File: src/hdl/color_mapper_pkg.sv
/*
  Shared types and constants for the arena pixel color mapper.
  Palettes are fixed 16-entry tables of 24-bit RGB words, entry 0 first.
  Player and shoe sprites key on magenta, bomb sprites on black.
  Box and background palettes have no transparent entry.
*/
`default_nettype none

package color_mapper_pkg;

    // ----------------------------------------
    // basic color types
    // ----------------------------------------
    typedef logic [3:0] color_idx_t;

    typedef logic [23:0] palette_t [16];

    typedef struct packed {
        logic [7:0] red;
        logic [7:0] green;
        logic [7:0] blue;
    } rgb_t;

    // raw word for key compares, channels for the VGA side
    typedef union packed {
        logic [23:0] raw;
        rgb_t        rgb;
    } color_u;

    typedef enum logic [2:0] {
        PAL_PLAYER1,
        PAL_PLAYER2,
        PAL_SHOE,
        PAL_BOX,
        PAL_BOMB1,
        PAL_BOMB2,
        PAL_BACKGROUND
    } pal_sel_t;

    typedef enum logic [1:0] {
        FACE_LEFT,
        FACE_RIGHT,
        FACE_DOWN,
        FACE_FORWARD
    } facing_t;

    typedef enum logic [1:0] {
        WALL_NONE,
        WALL_BOX,
        WALL_OPEN,
        WALL_SHOE
    } wall_state_t;

    // ----------------------------------------
    // per-pixel inputs and pipeline payload
    // ----------------------------------------
    typedef struct packed {
        logic       hit;
        logic       dead;
        facing_t    facing;
        color_idx_t idx_left;
        color_idx_t idx_right;
        color_idx_t idx_down;
        color_idx_t idx_forward;
    } player_px_t;

    typedef struct packed {
        logic       hit;
        color_idx_t idx;
    } bomb_px_t;

    typedef struct packed {
        logic hit;
        logic opaque;
        rgb_t color;
    } layer_t;

    typedef struct packed {
        logic        valid;
        logic        fire;
        layer_t      p1;
        layer_t      p2;
        layer_t      b1;
        layer_t      b2;
        wall_state_t wall;
        layer_t      box;
        layer_t      shoe;
        layer_t      bg;
    } stage_t;

    // ----------------------------------------
    // key colors
    // ----------------------------------------
    localparam logic [23:0] TRANSPARENT_MAGENTA = 24'hff00ff;
    localparam logic [23:0] TRANSPARENT_BLACK   = 24'h000000;
    localparam logic [23:0] FIRE_COLOR          = 24'hff0000;

    // ----------------------------------------
    // palettes
    // ----------------------------------------
    localparam palette_t PLAYER1_PAL = '{
        24'hff00ff, 24'hffc6c6, 24'he50000, 24'hf40000,
        24'h000000, 24'hffffff, 24'h5f341e, 24'h814527,
        24'h318d95, 24'h00e9ff, 24'hffa5a5, 24'hffdada,
        24'h424242, 24'h303030, 24'ha70d00, 24'hc66b42};

    localparam palette_t PLAYER2_PAL = '{
        24'hff00ff, 24'h6b6b6b, 24'ha3a3a3, 24'hffffff,
        24'h8c4a29, 24'hed9a6b, 24'h5f341e, 24'hffcaac,
        24'h454545, 24'h505050, 24'hffb286, 24'hababab,
        24'h434343, 24'hdedede, 24'h535353, 24'h767676};

    localparam palette_t SHOE_PAL = '{
        24'hff00ff, 24'hffffff, 24'h424242, 24'h6b6b6b,
        24'hd6d6d6, 24'h949494, 24'hb50000, 24'hff4a4a,
        24'hff6300, 24'hff9400, 24'hfff7e7, 24'h000000,
        24'h635a63, 24'hd67b18, 24'hcec6ce, 24'hd67b18};

    localparam palette_t BOX_PAL = '{
        24'hce8600, 24'h845100, 24'h633c00, 24'h5a3400,
        24'hf7b639, 24'hffbe42, 24'had7108, 24'hc68e18,
        24'h9c6500, 24'hbd8618, 24'hd69621, 24'hffcb63,
        24'hffd373, 24'h6b4500, 24'h8c5900, 24'h946500};

    localparam palette_t BOMB1_PAL = '{
        24'h000000, 24'h278dbd, 24'h16c8ff, 24'h0057c1,
        24'h1891f5, 24'h57f9ff, 24'h6ffeff, 24'heffffc,
        24'h008bf0, 24'h019dfa, 24'h0088f6, 24'h0bbaff,
        24'h6bd3ee, 24'h01c6fc, 24'h0179e8, 24'h12a3e4};

    localparam palette_t BOMB2_PAL = '{
        24'h000000, 24'h081018, 24'hffffff, 24'h10285a,
        24'h294163, 24'h29456b, 24'h9ca6bd, 24'hc6d3de,
        24'hdee3e7, 24'h637994, 24'h182439, 24'h298ac6,
        24'h101429, 24'h101c39, 24'hd6f3ff, 24'heff3ff};

    localparam palette_t BACKGROUND_PAL = '{
        24'h3e4049, 24'h30333a, 24'h3a2a4f, 24'h15192a,
        24'h1f1724, 24'h261a28, 24'h322638, 24'h3a2d3e,
        24'h8ea8b3, 24'h2f2231, 24'h251829, 24'h2f3036,
        24'h332437, 24'h312331, 24'h373743, 24'h3c303e};

endpackage

`default_nettype wire

File: src/hdl/color_mapper_top.sv
/*
  Pixel color mapper for the two-player arena.
  Accepts one pixel per cycle with no back-pressure; the color comes out
  two cycles later with vga_valid. vga_valid stays low for two cycles
  after reset. Walls are numbered from 0; SHOE_WALL hides the shoe.
*/
`timescale 1ns/1ps
`default_nettype none

module color_mapper_top #(
    parameter int NUM_WALLS = 12,
    parameter int SHOE_WALL = 0
) (
    input  logic                         Clk,
    input  logic                         rst_n,
    input  logic                         pixel_valid,
    input  logic                         fire,
    input  color_mapper_pkg::player_px_t player1,
    input  color_mapper_pkg::player_px_t player2,
    input  color_mapper_pkg::bomb_px_t   bomb1,
    input  color_mapper_pkg::bomb_px_t   bomb2,
    input  logic [NUM_WALLS-1:0]         wall_hit,
    input  logic [NUM_WALLS-1:0]         bombed_by_p1,
    input  logic [NUM_WALLS-1:0]         bombed_by_p2,
    input  logic                         shoe_hit,
    input  logic [1:0]                   shoe_held,
    input  color_mapper_pkg::color_idx_t shoe_idx,
    input  color_mapper_pkg::color_idx_t box_idx,
    input  color_mapper_pkg::color_idx_t bg_idx,
    output color_mapper_pkg::rgb_t       vga_color,
    output logic                         vga_valid
);

    import color_mapper_pkg::*;

    stage_t stage;

    sprite_stage #(
        .NUM_WALLS(NUM_WALLS),
        .SHOE_WALL(SHOE_WALL)
    ) sprite_stage_inst (
        .Clk(Clk),
        .rst_n(rst_n),
        .pixel_valid(pixel_valid),
        .fire(fire),
        .player1(player1),
        .player2(player2),
        .bomb1(bomb1),
        .bomb2(bomb2),
        .wall_hit(wall_hit),
        .bombed_by_p1(bombed_by_p1),
        .bombed_by_p2(bombed_by_p2),
        .shoe_hit(shoe_hit),
        .shoe_held(shoe_held),
        .shoe_idx(shoe_idx),
        .box_idx(box_idx),
        .bg_idx(bg_idx),
        .stage(stage)
    );

    layer_compositor layer_compositor_inst (
        .Clk(Clk),
        .rst_n(rst_n),
        .stage(stage),
        .vga_color(vga_color),
        .vga_valid(vga_valid)
    );

endmodule

`default_nettype wire

File: src/hdl/layer_compositor.sv
/*
  Second pipeline stage, one cycle.
  Priority, highest first: fire, player 1, player 2, bomb 1, bomb 2,
  then the wall state, then background.
  A hit sprite whose entry is transparent shows background, never a
  lower layer. Only vga_valid is reset.
*/
`timescale 1ns/1ps
`default_nettype none

module layer_compositor (
    input  logic                     Clk,
    input  logic                     rst_n,
    input  color_mapper_pkg::stage_t stage,
    output color_mapper_pkg::rgb_t   vga_color,
    output logic                     vga_valid
);

    import color_mapper_pkg::*;

    rgb_t next_color;

    // sprite color, or background where it is see-through
    function automatic rgb_t sprite_or_bg(input layer_t sprite, input rgb_t bg);
        if (sprite.opaque)
        begin
            return sprite.color;
        end
        return bg;
    endfunction

    // ----------------------------------------
    // priority select
    // ----------------------------------------
    always_comb
    begin
        if (stage.fire)
        begin
            next_color = rgb_t'(FIRE_COLOR);
        end
        else if (stage.p1.hit)
        begin
            next_color = sprite_or_bg(stage.p1, stage.bg.color);
        end
        else if (stage.p2.hit)
        begin
            next_color = sprite_or_bg(stage.p2, stage.bg.color);
        end
        else if (stage.b1.hit)
        begin
            next_color = sprite_or_bg(stage.b1, stage.bg.color);
        end
        else if (stage.b2.hit)
        begin
            next_color = sprite_or_bg(stage.b2, stage.bg.color);
        end
        else
        begin
            case (stage.wall)
                WALL_BOX:  next_color = stage.box.color;
                WALL_SHOE: next_color = sprite_or_bg(stage.shoe, stage.bg.color);
                // opened wall or empty floor
                default:   next_color = stage.bg.color;
            endcase
        end
    end

    // ----------------------------------------
    // output register
    // ----------------------------------------
    always_ff @(posedge Clk)
    begin
        vga_color <= next_color;
        if (!rst_n)
        begin
            vga_valid <= 1'b0;
        end
        else
        begin
            vga_valid <= stage.valid;
        end
    end

endmodule

`default_nettype wire

File: src/hdl/palette_lookup.sv
/*
  Combinational lookup of one index in the palette chosen by PAL.
  opaque is low on the palette's key color or when force_clear is set.
  Box and background palettes have no key, so only force_clear clears them.
*/
`timescale 1ns/1ps
`default_nettype none

module palette_lookup #(
    parameter color_mapper_pkg::pal_sel_t PAL = color_mapper_pkg::PAL_BACKGROUND
) (
    input  logic                         hit,
    input  color_mapper_pkg::color_idx_t idx,
    input  logic                         force_clear,
    output color_mapper_pkg::layer_t     layer
);

    import color_mapper_pkg::*;

    color_u      entry;
    logic [23:0] key;
    logic        keyed;

    always_comb
    begin
        keyed = 1'b1;
        key   = TRANSPARENT_MAGENTA;
        case (PAL)
            PAL_PLAYER1: entry.raw = PLAYER1_PAL[idx];
            PAL_PLAYER2: entry.raw = PLAYER2_PAL[idx];
            PAL_SHOE:    entry.raw = SHOE_PAL[idx];
            PAL_BOMB1:
            begin
                entry.raw = BOMB1_PAL[idx];
                key       = TRANSPARENT_BLACK;
            end
            PAL_BOMB2:
            begin
                entry.raw = BOMB2_PAL[idx];
                key       = TRANSPARENT_BLACK;
            end
            PAL_BOX:
            begin
                entry.raw = BOX_PAL[idx];
                keyed     = 1'b0;
            end
            default:
            begin
                entry.raw = BACKGROUND_PAL[idx];
                keyed     = 1'b0;
            end
        endcase
    end

    assign layer = '{
        hit:    hit,
        opaque: !force_clear && !(keyed && (entry.raw == key)),
        color:  entry.rgb
    };

endmodule

`default_nettype wire

File: src/hdl/sprite_stage.sv
/*
  First pipeline stage, one cycle.
  Picks each player's frame by facing and looks up every layer color.
  A dead player is looked up with opaque forced low, so it shows background.
  Only the valid bit is reset; payload flows through with valid low.
*/
`timescale 1ns/1ps
`default_nettype none

module sprite_stage #(
    parameter int NUM_WALLS = 12,
    parameter int SHOE_WALL = 0
) (
    input  logic                         Clk,
    input  logic                         rst_n,
    input  logic                         pixel_valid,
    input  logic                         fire,
    input  color_mapper_pkg::player_px_t player1,
    input  color_mapper_pkg::player_px_t player2,
    input  color_mapper_pkg::bomb_px_t   bomb1,
    input  color_mapper_pkg::bomb_px_t   bomb2,
    input  logic [NUM_WALLS-1:0]         wall_hit,
    input  logic [NUM_WALLS-1:0]         bombed_by_p1,
    input  logic [NUM_WALLS-1:0]         bombed_by_p2,
    input  logic                         shoe_hit,
    input  logic [1:0]                   shoe_held,
    input  color_mapper_pkg::color_idx_t shoe_idx,
    input  color_mapper_pkg::color_idx_t box_idx,
    input  color_mapper_pkg::color_idx_t bg_idx,
    output color_mapper_pkg::stage_t     stage
);

    import color_mapper_pkg::*;

    color_idx_t  p1_idx;
    color_idx_t  p2_idx;
    layer_t      p1_layer;
    layer_t      p2_layer;
    layer_t      b1_layer;
    layer_t      b2_layer;
    layer_t      shoe_layer;
    layer_t      box_layer;
    layer_t      bg_layer;
    wall_state_t wall_state;
    stage_t      next_stage;

    function automatic color_idx_t frame_idx(input player_px_t p);
        case (p.facing)
            FACE_LEFT:  return p.idx_left;
            FACE_RIGHT: return p.idx_right;
            FACE_DOWN:  return p.idx_down;
            default:    return p.idx_forward;
        endcase
    endfunction

    assign p1_idx = frame_idx(player1);
    assign p2_idx = frame_idx(player2);

    // ----------------------------------------
    // layer lookups
    // ----------------------------------------
    palette_lookup #(.PAL(PAL_PLAYER1)) p1_lookup (
        .hit(player1.hit), .idx(p1_idx), .force_clear(player1.dead), .layer(p1_layer)
    );

    palette_lookup #(.PAL(PAL_PLAYER2)) p2_lookup (
        .hit(player2.hit), .idx(p2_idx), .force_clear(player2.dead), .layer(p2_layer)
    );

    palette_lookup #(.PAL(PAL_BOMB1)) b1_lookup (
        .hit(bomb1.hit), .idx(bomb1.idx), .force_clear(1'b0), .layer(b1_layer)
    );

    palette_lookup #(.PAL(PAL_BOMB2)) b2_lookup (
        .hit(bomb2.hit), .idx(bomb2.idx), .force_clear(1'b0), .layer(b2_layer)
    );

    palette_lookup #(.PAL(PAL_SHOE)) shoe_lookup (
        .hit(shoe_hit), .idx(shoe_idx), .force_clear(1'b0), .layer(shoe_layer)
    );

    palette_lookup #(.PAL(PAL_BOX)) box_lookup (
        .hit(|wall_hit), .idx(box_idx), .force_clear(1'b0), .layer(box_layer)
    );

    // background sits under everything
    palette_lookup #(.PAL(PAL_BACKGROUND)) bg_lookup (
        .hit(1'b1), .idx(bg_idx), .force_clear(1'b0), .layer(bg_layer)
    );

    wall_resolver #(
        .NUM_WALLS(NUM_WALLS),
        .SHOE_WALL(SHOE_WALL)
    ) wall_resolver_inst (
        .wall_hit(wall_hit),
        .bombed_by_p1(bombed_by_p1),
        .bombed_by_p2(bombed_by_p2),
        .shoe_hit(shoe_hit),
        .shoe_held(shoe_held),
        .state(wall_state)
    );

    // ----------------------------------------
    // stage register
    // ----------------------------------------
    always_comb
    begin
        next_stage.valid = pixel_valid;
        next_stage.fire  = fire;
        next_stage.p1    = p1_layer;
        next_stage.p2    = p2_layer;
        next_stage.b1    = b1_layer;
        next_stage.b2    = b2_layer;
        next_stage.wall  = wall_state;
        next_stage.box   = box_layer;
        next_stage.shoe  = shoe_layer;
        next_stage.bg    = bg_layer;
    end

    always_ff @(posedge Clk)
    begin
        stage <= next_stage;
        if (!rst_n)
        begin
            stage.valid <= 1'b0;
        end
    end

endmodule

`default_nettype wire

File: src/hdl/wall_resolver.sv
/*
  Reduces the destructible walls at one pixel to a single wall state.
  Walls are assumed not to overlap; if they do, the lowest index wins.
  The shoe is drawn only on wall SHOE_WALL, after it is bombed open,
  and only while neither player holds it.
*/
`timescale 1ns/1ps
`default_nettype none

module wall_resolver #(
    parameter int NUM_WALLS = 12,
    parameter int SHOE_WALL = 0
) (
    input  logic [NUM_WALLS-1:0]          wall_hit,
    input  logic [NUM_WALLS-1:0]          bombed_by_p1,
    input  logic [NUM_WALLS-1:0]          bombed_by_p2,
    input  logic                          shoe_hit,
    input  logic [1:0]                    shoe_held,
    output color_mapper_pkg::wall_state_t state
);

    import color_mapper_pkg::*;

    logic [NUM_WALLS-1:0] bombed;
    logic                 shoe_free;

    // either player's bomb opens a wall
    assign bombed    = bombed_by_p1 | bombed_by_p2;
    assign shoe_free = shoe_hit && (shoe_held == 2'b00);

    // scan high to low so the lowest hit wall is written last
    always_comb
    begin
        state = WALL_NONE;
        for (int i = NUM_WALLS - 1; i >= 0; i--)
        begin
            if (wall_hit[i])
            begin
                if (!bombed[i])
                begin
                    state = WALL_BOX;
                end
                else if ((i == SHOE_WALL) && shoe_free)
                begin
                    state = WALL_SHOE;
                end
                else
                begin
                    state = WALL_OPEN;
                end
            end
        end
    end

endmodule

`default_nettype wire

File: config.mk
export PLATFORM = sky130hd
export DESIGN_NAME = color_mapper_top
export DESIGN_NICKNAME = d
export VERILOG_FILES = /design/src/hdl/color_mapper_pkg.sv /design/src/hdl/color_mapper_top.sv /design/src/hdl/layer_compositor.sv /design/src/hdl/palette_lookup.sv /design/src/hdl/sprite_stage.sv /design/src/hdl/wall_resolver.sv
export SDC_FILE = /design/constraint.sdc
export NUM_CORES = 1
export LEC_CHECK = 0
export ABC_CLOCK_PERIOD_IN_PS = 6200
export BUFFER_PORTS_ARGS = -buffer_cell sky130_fd_sc_hd__buf_4
export CAP_MARGIN = 5
export CORE_MARGIN = 10
export CORE_UTILIZATION = 60
export DETAILED_ROUTE_END_ITERATION = 12
export PLACE_DENSITY = 0.82
export REMOVE_ABC_BUFFERS = 1
export SETUP_SLACK_MARGIN = 0.1
export SKIP_CTS_REPAIR_TIMING = 1
export SLEW_MARGIN = 30
export SYNTH_ARGS = -nofsm -noshare
export SYNTH_HDL_FRONTEND = slang
export SYNTH_SLANG_ARGS = --single-unit
File: constraint.sdc
create_clock -name Clk -period 6.2 [get_ports Clk]
set_input_delay 0.62 -clock Clk [delete_from_list [all_inputs] [get_ports Clk]]
set_output_delay 0.62 -clock Clk [all_outputs]
set_load 0.01 [all_outputs]
### Word-level counts from Yosys, hierarchy flattened

Memory sizes are Yosys's and may differ from the RTL's. A register that Yosys moved wholly into a read port is not among the register bits.
Cells that the tools add are included.

| operators by class | value |
|---|---|
| $lt $le $gt $ge | 5 |
| equal/unequal tests | 9 |
| multiplexer cells | 77 |
| bitwise logic cells | 8 |
| reduce and logical (&&, ||, !) cells | 15 |

Operators with widths:

| kind | number |
|---|---|
| $mux 24 | 24 |
| $eq 24x24->1 const B | 3 |
| $logic_not 24->1 | 2 |
| $mux 2 | 24 |
| $pmux 24 s2 | 1 |
| $not 4->5 | 7 |
| $mux 1 | 26 |
| $ge 5x5->1 const B | 5 |
| $pmux 4 s3 | 2 |
| $or 12x12->12 | 1 |
| $logic_not 1->1 | 7 |
| $eq 2x1->1 const B | 3 |
| $eq 2x2->1 const B | 3 |
| $logic_not 2->1 | 3 |
| $logic_and 1x1->1 | 3 |

| word-level totals | value |
|---|---|
| flip-flop bits (word level) | 158 |
| bits in read-only memories | 2688 |
| input port bits | 105 |
| memories | 7 |

Memory list:

| memory | words | bits a word | read ports | clocked after memory_dff | write ports | line | text |
|---|---|---|---|---|---|---|---|
| (no name shown) | 16 | 24 | 1 | 0 | 0 | palette_lookup.sv:29 | `PAL_PLAYER1: entry.raw = PLAYER1_PAL[idx];` |
| (no name shown) | 16 | 24 | 1 | 0 | 0 | palette_lookup.sv:30 | `PAL_PLAYER2: entry.raw = PLAYER2_PAL[idx];` |
| (no name shown) | 16 | 24 | 1 | 0 | 0 | palette_lookup.sv:34 | `entry.raw = BOMB1_PAL[idx];` |
| (no name shown) | 16 | 24 | 1 | 0 | 0 | palette_lookup.sv:39 | `entry.raw = BOMB2_PAL[idx];` |
| (no name shown) | 16 | 24 | 1 | 0 | 0 | palette_lookup.sv:31 | `PAL_SHOE: entry.raw = SHOE_PAL[idx];` |
| (no name shown) | 16 | 24 | 1 | 1 | 0 | palette_lookup.sv:44 | `entry.raw = BOX_PAL[idx];` |
| 1 more memories | -- | -- | -- | -- | -- | -- |  |

### Longest topological paths before layout

Gate-level depths: netlist of run 1.

| depth | value |
|---|---|
| depth in word-level cells | 14 |
| mapped depth | 10 |
| mapped depth without buffers | 9 |

### Hierarchy

From an unflattened synthesis of run 1, not the netlist that was laid out.

| second synthesis, totals | value |
|---|---|
| cell total of the unflattened synthesis | 1192 |
| area, all modules | 11422.2 um2 |

By module, submodules not included:

| module | instances | cells each | area each (um2) |
|---|---|---|---|
| sprite_stage | 1 | 201 | 3971.3 |
| layer_compositor | 1 | 330 | 2951.6 |
| palette_lookup (sprite_stage_inst.p2_lookup) | 1 | 108 | 699.4 |
| palette_lookup (sprite_stage_inst.p1_lookup) | 1 | 100 | 674.4 |
| palette_lookup (sprite_stage_inst.shoe_lookup) | 1 | 71 | 594.3 |
| palette_lookup (sprite_stage_inst.bg_lookup) | 1 | 79 | 593.1 |
| palette_lookup (sprite_stage_inst.box_lookup) | 1 | 85 | 561.8 |
| palette_lookup (sprite_stage_inst.b1_lookup) | 1 | 89 | 558.0 |
| palette_lookup (sprite_stage_inst.b2_lookup) | 1 | 83 | 554.3 |
| wall_resolver | 1 | 46 | 264.0 |

### Worst setup path before layout of run 1

Ideal clock, no wire load.

| timing path | value |
|---|---|
| kind | input to register |
| start | input player2[16] (netlist name) |
| end | register, netlist name sprite_stage_inst.stage[156] |
| library setup time | 139 ps |
| arrival | 2680 ps |
| path slack | 3380 ps |
| cell stages on the path | 10 |
| cells stage by stage | buf_6 > mux4_2 > buf_2 > ha_1 > inv_1 > nor2_1 > a21oi_1 > o221a_4 > nor4b_4 > a41oi_2 |

RTL lines:

| element | line | text |
|---|---|---|
| start, declared | color_mapper_top.sv:19 | `input color_mapper_pkg::player_px_t player2,` |

==> qor.txt, run 1 <==
Gr ovfl total -> 0
Synthesis-to-layout area growth -> 15.8%
CTS tree -> done
Initial core utilization -> 61.6%
Worst-Margin Slew -> 0.799 ns
Wire length per cell -> 19.3 um
Req. time, crit path -> 6.50 ns
Die Width -> 148 um
Worst VDD drop -> 0.000235 V
Clk sink count -> 177
Sequential element share of the synthesized area -> 36.1%
Synth async-reset ratio -> 0%
Top cells by area, synth -> dfxtp_1 (36%), ha_1 (7.0%), a21oi_1 (5.9%)
Total power -> 3.13 mW
Clock latency at the later pin of the worst-skew pair -> 0.43 ns
Crit path buf inv count -> 2
Power Dens Cells -> 276 nW/um2
Startpoint Class -> primary input
Crit-path cells -> buf_4 -> mux4_2 -> inv_1 -> ha_1 -> a2111oi_0 -> a21oi_1 -> nor4_1 -> a41oi_2
Avg Vias per Cell -> 6.13
Status -> finished, final reports clean
Nets@finish -> 1,386
Period minus WS final -> 2.81 ns
Final wirelength -> 28,200 um
Top cells by count, synth -> dfxtp_1 (177), a21oi_1 (116), nand2_1 (112)
First-pass GRT wire length -> 44,300 um
Final worst-path cycle share -> 45.2%
Antenna Nets Post-Route -> 0
Antenna violations before repair -> 0
Slowest-stage cell, CP -> mux4_2
Crit Path Max Fanout -> 9
Vias in the first global route -> 8,206
Synthesized area -> 9820 um2
Distinct cells, synth -> 67
Area share of the largest cell type after synthesis -> 36.1%
Fmax -> 357 MHz
Top-count cell post-synth -> dfxtp_1
Via count -> 8,925
Critical path class -> primary input to flip-flop
Clock Root Buffer -> clkbuf_16
Clk buf depth -> 2
Post-synth top flop -> dfxtp_1
Diodes inserted -> 0
Final Util -> 71.3%
Max-cap violation count -> 0
HPWL after DPL -> 20,400 um
Mean post-synth cell area -> 8.49 um2
Worst Skew -> 0.00670 ns
Htree depth -> 4
Syn Inst Count -> 1,156
Largest stage delay, worst path -> 0.65 ns
Starting DRT DRC Count -> 1,040
Share of layout cells above drive strength 1 -> 17.8%
RSZ-0062 raised after global routing -> no
Critical Path AT -> 3.11 ns
Final setup viols -> 0
GPL Wtd Cong -> 0.918
Hold Vio Cnt, Final -> 0
Leak -> 4.98 nW
Worst Setup End Kind -> flip-flop
Iteration count of the initial detailed-routing pass -> 6
I/O Pins -> 130
Clock-pin slew on the worst setup and hold paths -> 0.07 ns
Total track usage -> 24.9%
Cts bufs inserted -> 17
Die H -> 148 um
Ys Warns -> 0
Port Buffers -> 129
Worst hold-check path type -> primary input to flip-flop
Slew headroom -> 46.7%
Yosys top cell by area -> dfxtp_1
Crit path max-delay family -> compound AO/OA/AOI/OAI gates
Largest net degree at the start of global routing -> 49
Die area -> 21,900 um2
Slew Limit Fails -> 0
Core area -> 15,900 um2
Number of synthesized flops with an enable pin -> 0
Synth Register Bits -> 177
Setup TNS -> 0 ns
Rows -> 46
DRC viols -> 0
==> final timing paths <==
kind | to | cells past startpoint | slack (ns) | startpoint
worst min register to register | layer_compositor_inst.vga_valid | 1 | 0.45 | sprite_stage_inst.stage[185]
worst max register to register | layer_compositor_inst.vga_color[10] | 6 | 3.47 | sprite_stage_inst.stage[79]
worst max-delay path | sprite_stage_inst.stage[156] | 8 | 3.39 | player2[16]
worst min-delay path | sprite_stage_inst.stage[131] | 1 | 0.29 | bomb1[4]
==> sequential cells by signal, indices dropped and copies added (netlist names) <==
name / count
sprite_stage_inst.stage: 152
layer_compositor_inst.vga_valid: 1
layer_compositor_inst.vga_color: 24
==> layer usage <==
layer / share of wire, % / wire length [um] / GRT usage [%]
met3: 8.1 / 2280 / 4.85
met1: 42 / 11900 / 33.3
met5: 0 / 0 / 0
met2: 47 / 13300 / 39.2
met4: 2.4 / 665 / 8.82
==> per-stage QoR <==
step / instance area, um2 / cells / setup WS (ns) / hold WS (ns)
global placement: 10800 / 1423 / 3.13 / 0.437
global route: 11400 / 1455 / 3.24 / 0.274
finish: 11400 / 1455 / 3.39 / 0.288
detailed placement: 10800 / 1423 / 3.08 / 0.442
CTS: 11400 / 1455 / 3.39 / 0.278
floorplan: 9470 / 1071 / 3.54 / 0.412
==> final cells by class <==
cell class	instances	area [um2]
Sequential cell	177	3540
Multi-Input combinational cell	854	5780
Inverter	40	150
Timing Repair Buffer	136	1020
Clock inverter	11	151
Clock buffer	21	460
Tap cell	216	270
Fill cell	1232	4570
==> power by group <==
part | internal, mW | switching, mW
Combinational | 0.283 | 0.383
Sequential | 1.27 | 0.0811
Clock | 0.659 | 0.454
==> cells by family (layout without fill, tap and decap cells) <==
logic type / Yosys count / in the layout / synth area share (%)
AO/OA/AOI/OAI: 373 / 373 / 24.6
XOR/XNOR: 6 / 6 / 0.535
adder cells (fa/ha/maj): 55 / 55 / 7.01
buffers and inverters: 125 / 208 / 5.08
flip-flops: 177 / 177 / 36.1
multiplexers: 86 / 86 / 10.1
AND/OR/NAND/NOR: 334 / 334 / 16.5
==> cells in the final DEF, fill, tap and decap left out, types with 26 or more instances in the layout <==
cell type / instances
mux2_2: 26
dfxtp_1: 176
nor2_1: 77
ha_1: 55
buf_4: 136
inv_1: 37
a21oi_1: 116
o21ai_0: 82
nand2b_1: 37
mux2i_1: 52
nand2_1: 112
Note: power is estimated with default switching activity, not from simulation.
==> run 2, diff against run 1 <==
--- a/config.mk
+++ b/config.mk
@@ -5,13 +5,13 @@
 export SDC_FILE = /design/constraint.sdc
 export NUM_CORES = 1
 export LEC_CHECK = 0
-export ABC_CLOCK_PERIOD_IN_PS = 6200
+export ABC_CLOCK_PERIOD_IN_PS = 2300
 export BUFFER_PORTS_ARGS = -buffer_cell sky130_fd_sc_hd__buf_4
 export CAP_MARGIN = 5
 export CORE_MARGIN = 10
-export CORE_UTILIZATION = 60
+export CORE_UTILIZATION = 53
 export DETAILED_ROUTE_END_ITERATION = 12
-export PLACE_DENSITY = 0.82
+export PLACE_DENSITY = 0.76
 export REMOVE_ABC_BUFFERS = 1
 export SETUP_SLACK_MARGIN = 0.1
 export SKIP_CTS_REPAIR_TIMING = 1
==> constraint.sdc (replaced) <==
create_clock -name Clk -period 2.3 [get_ports Clk]
set_input_delay 0.23 -clock Clk [delete_from_list [all_inputs] [get_ports Clk]]
set_output_delay 0.23 -clock Clk [all_outputs]
set_load 0.01 [all_outputs]
==> run 2 against run 1 <==
Effect of this change:
- sequential share of layout area fell by 1.3 points
- cell area increased by 4.5%
- combinational power rose to 3.0 times the previous value
- final cell count is 5.1% higher
- via count increased by 0.85%
- worst hold slack got worse by 0.23 ns
- count of clock-buffer cells in the layout decreased by 3
- critical path type is now flip-flop to flip-flop
- global-route usage is 1.9 points lower
==> qor.txt, run 2 (synthesis results as in run 1) <==
Biggest register -> sprite_stage_inst.stage
Leak -> 5.27 nW
Total track usage -> 23.0%
Commonest non-fill, non-tap cells in the layout -> buf_4 (185), dfxtp_1 (175), a21oi_1 (116), nand2_1 (112), o21ai_0 (82)
Synthesis-to-layout area growth -> 21.0%
Avg Vias per Cell -> 5.89
I/O Pins -> 130
Hold Vio Cnt, Final -> 0
Slew headroom -> 49.1%
Critical Path Source -> sprite_stage_inst.stage[78]
Clk buf depth -> 2
Critical path class -> flip-flop to flip-flop
Period minus WS final -> 2.13 ns
HPWL after DPL -> 21,700 um
Largest net degree at the start of global routing -> 49
Slew Limit Fails -> 0
Port Buffers -> 129
Worst Setup End Kind -> flip-flop
Initial core utilization -> 54.3%
Clock Root Buffer -> clkbuf_16
Area after DPL -> 11,200 um2
First-pass GRT wire length -> 44,700 um
Starting DRT DRC Count -> 727
Final setup viols -> 0
Status -> finished, final reports clean
Final Util -> 65.7%
Nets@finish -> 1,447
Worst Skew -> 0.0114 ns
Req. time, crit path -> 2.58 ns
Max-cap violation count -> 0
Via count -> 9,001
Worst VDD drop -> 0.000523 V
Clk sink count -> 177
Share of layout cells above drive strength 1 -> 21.2%
Fmax -> 470 MHz
Slowest-stage cell, CP -> dfxtp_1
Startpoint Class -> flip-flop
Antenna violations before repair -> 0
RSZ-0062 raised after global routing -> no
Die H -> 156 um
Reg area -> 3550 um2
Critical Path AT -> 2.41 ns
Total power -> 8.49 mW
Fin worst setup slack -> 0.171 ns
Iteration count of the initial detailed-routing pass -> 7
Final worst-path cycle share -> 92.6%
Htree depth -> 4
Multi-input gate area -> 5780 um2
Crit Path Max Fanout -> 9
Min-delay src -> bg_idx[1]
Fillers -> 1,483
DP Worst Slack -> -0.0706 ns
Rows -> 49
Crit path max-delay family -> compound AO/OA/AOI/OAI gates
Final instance area -> 11,900 um2
Vias in the first global route -> 8,269
Cts bufs inserted -> 17
Largest stage delay, worst path -> 0.48 ns
Gr ovfl total -> 0
Die Width -> 156 um
Wire length per cell -> 19.0 um
GPL Wtd Cong -> 0.944
Antenna Nets Post-Route -> 0
Most frequent CP cell -> a21oi_1
Power Dens Cells -> 714 nW/um2
Clock-pin slew on the worst setup and hold paths -> 0.07 ns
Core area -> 18,100 um2
Setup slack, reg-to-reg -> 0.17 ns
RR Startpoint -> sprite_stage_inst.stage[78]
Worst hold-check path type -> primary input to flip-flop
Setup TNS -> 0 ns
Max reg flops -> 152
Commonest non-fill, non-tap cell in the layout -> buf_4
Worst-Margin Slew -> 0.763 ns
Crit path buf inv count -> 0
CTS tree -> done
Crit-path cells -> and3_1 -> a221o_1 -> a21oi_1 -> o311ai_0 -> a21oi_1 -> a211oi_1
Final wirelength -> 29,000 um
DRC viols -> 0
Diodes inserted -> 0
Clock latency at the later pin of the worst-skew pair -> 0.44 ns
Regs by FF count -> sprite_stage_inst.stage x152, layer_compositor_inst.vga_color x24, layer_compositor_inst.vga_valid x1
Die area -> 24,400 um2
run 2: cell count changes in the layout (fill, tap and decap cells not counted), sizes merged, moves of 2 or more:
cell / previous run / this run
clkbuf: 21 / 18
inv: 41 / 45
dlygate4sd3: 0 / 9
bufinv: 3 / 1
clkinv: 3 / 5
buf: 136 / 188
run 2: worst paths after layout:
| check | cells after the start | end |
|---|---|---|
| worst min-delay path | 2 | sprite_stage_inst.stage[14] |
| worst max register to register | 6 | layer_compositor_inst.vga_color[4] |
| worst max-delay path | 6 | layer_compositor_inst.vga_color[4] |
| worst min register to register | 1 | layer_compositor_inst.vga_valid |
run 2: layout make-up:
class / instances / area share (%)
Inverter: 40 / 1.26
Clock buffer: 18 / 3.70
Timing Repair Buffer: 197 / 13.0
Clock inverter: 14 / 1.23
Multi-Input combinational cell: 854 / 48.6
Tap cell: 229 / 2.41
Sequential cell: 177 / 29.8
run 2: stage by stage:
stage	hold slack, ns	instances
final	0.0631	1529
after detailed placement	0.337	1488
after CTS	-0.123	1520
after floorplan	0.258	1071
after global routing	0.0670	1529
after global placement	0.335	1488
run 2: metal layers:
metal | wire length [um] | GRT usage, %
met1 | 12900 | 31.5
met3 | 2470 | 5.79
met2 | 13300 | 35.7
met4 | 385 | 5.30
met5 | 0 | 0
run 2: where the power goes:
part | leakage, nW | switching [mW] | total (mW) | internal [mW]
combinational | 3.51 | 1.08 | 1.97 | 0.893
sequential | 1.48 | 0.210 | 3.64 | 3.43
clock | 0.281 | 1.31 | 2.87 | 1.56
run 2: worst register-to-register path, stage by stage (launching register included):
cell	delay, ns
dfxtp_1	0.48
and3_1	0.34
a221o_1	0.23
a21oi_1	0.05
o311ai_0	0.33
a21oi_1	0.11
a211oi_1	0.43
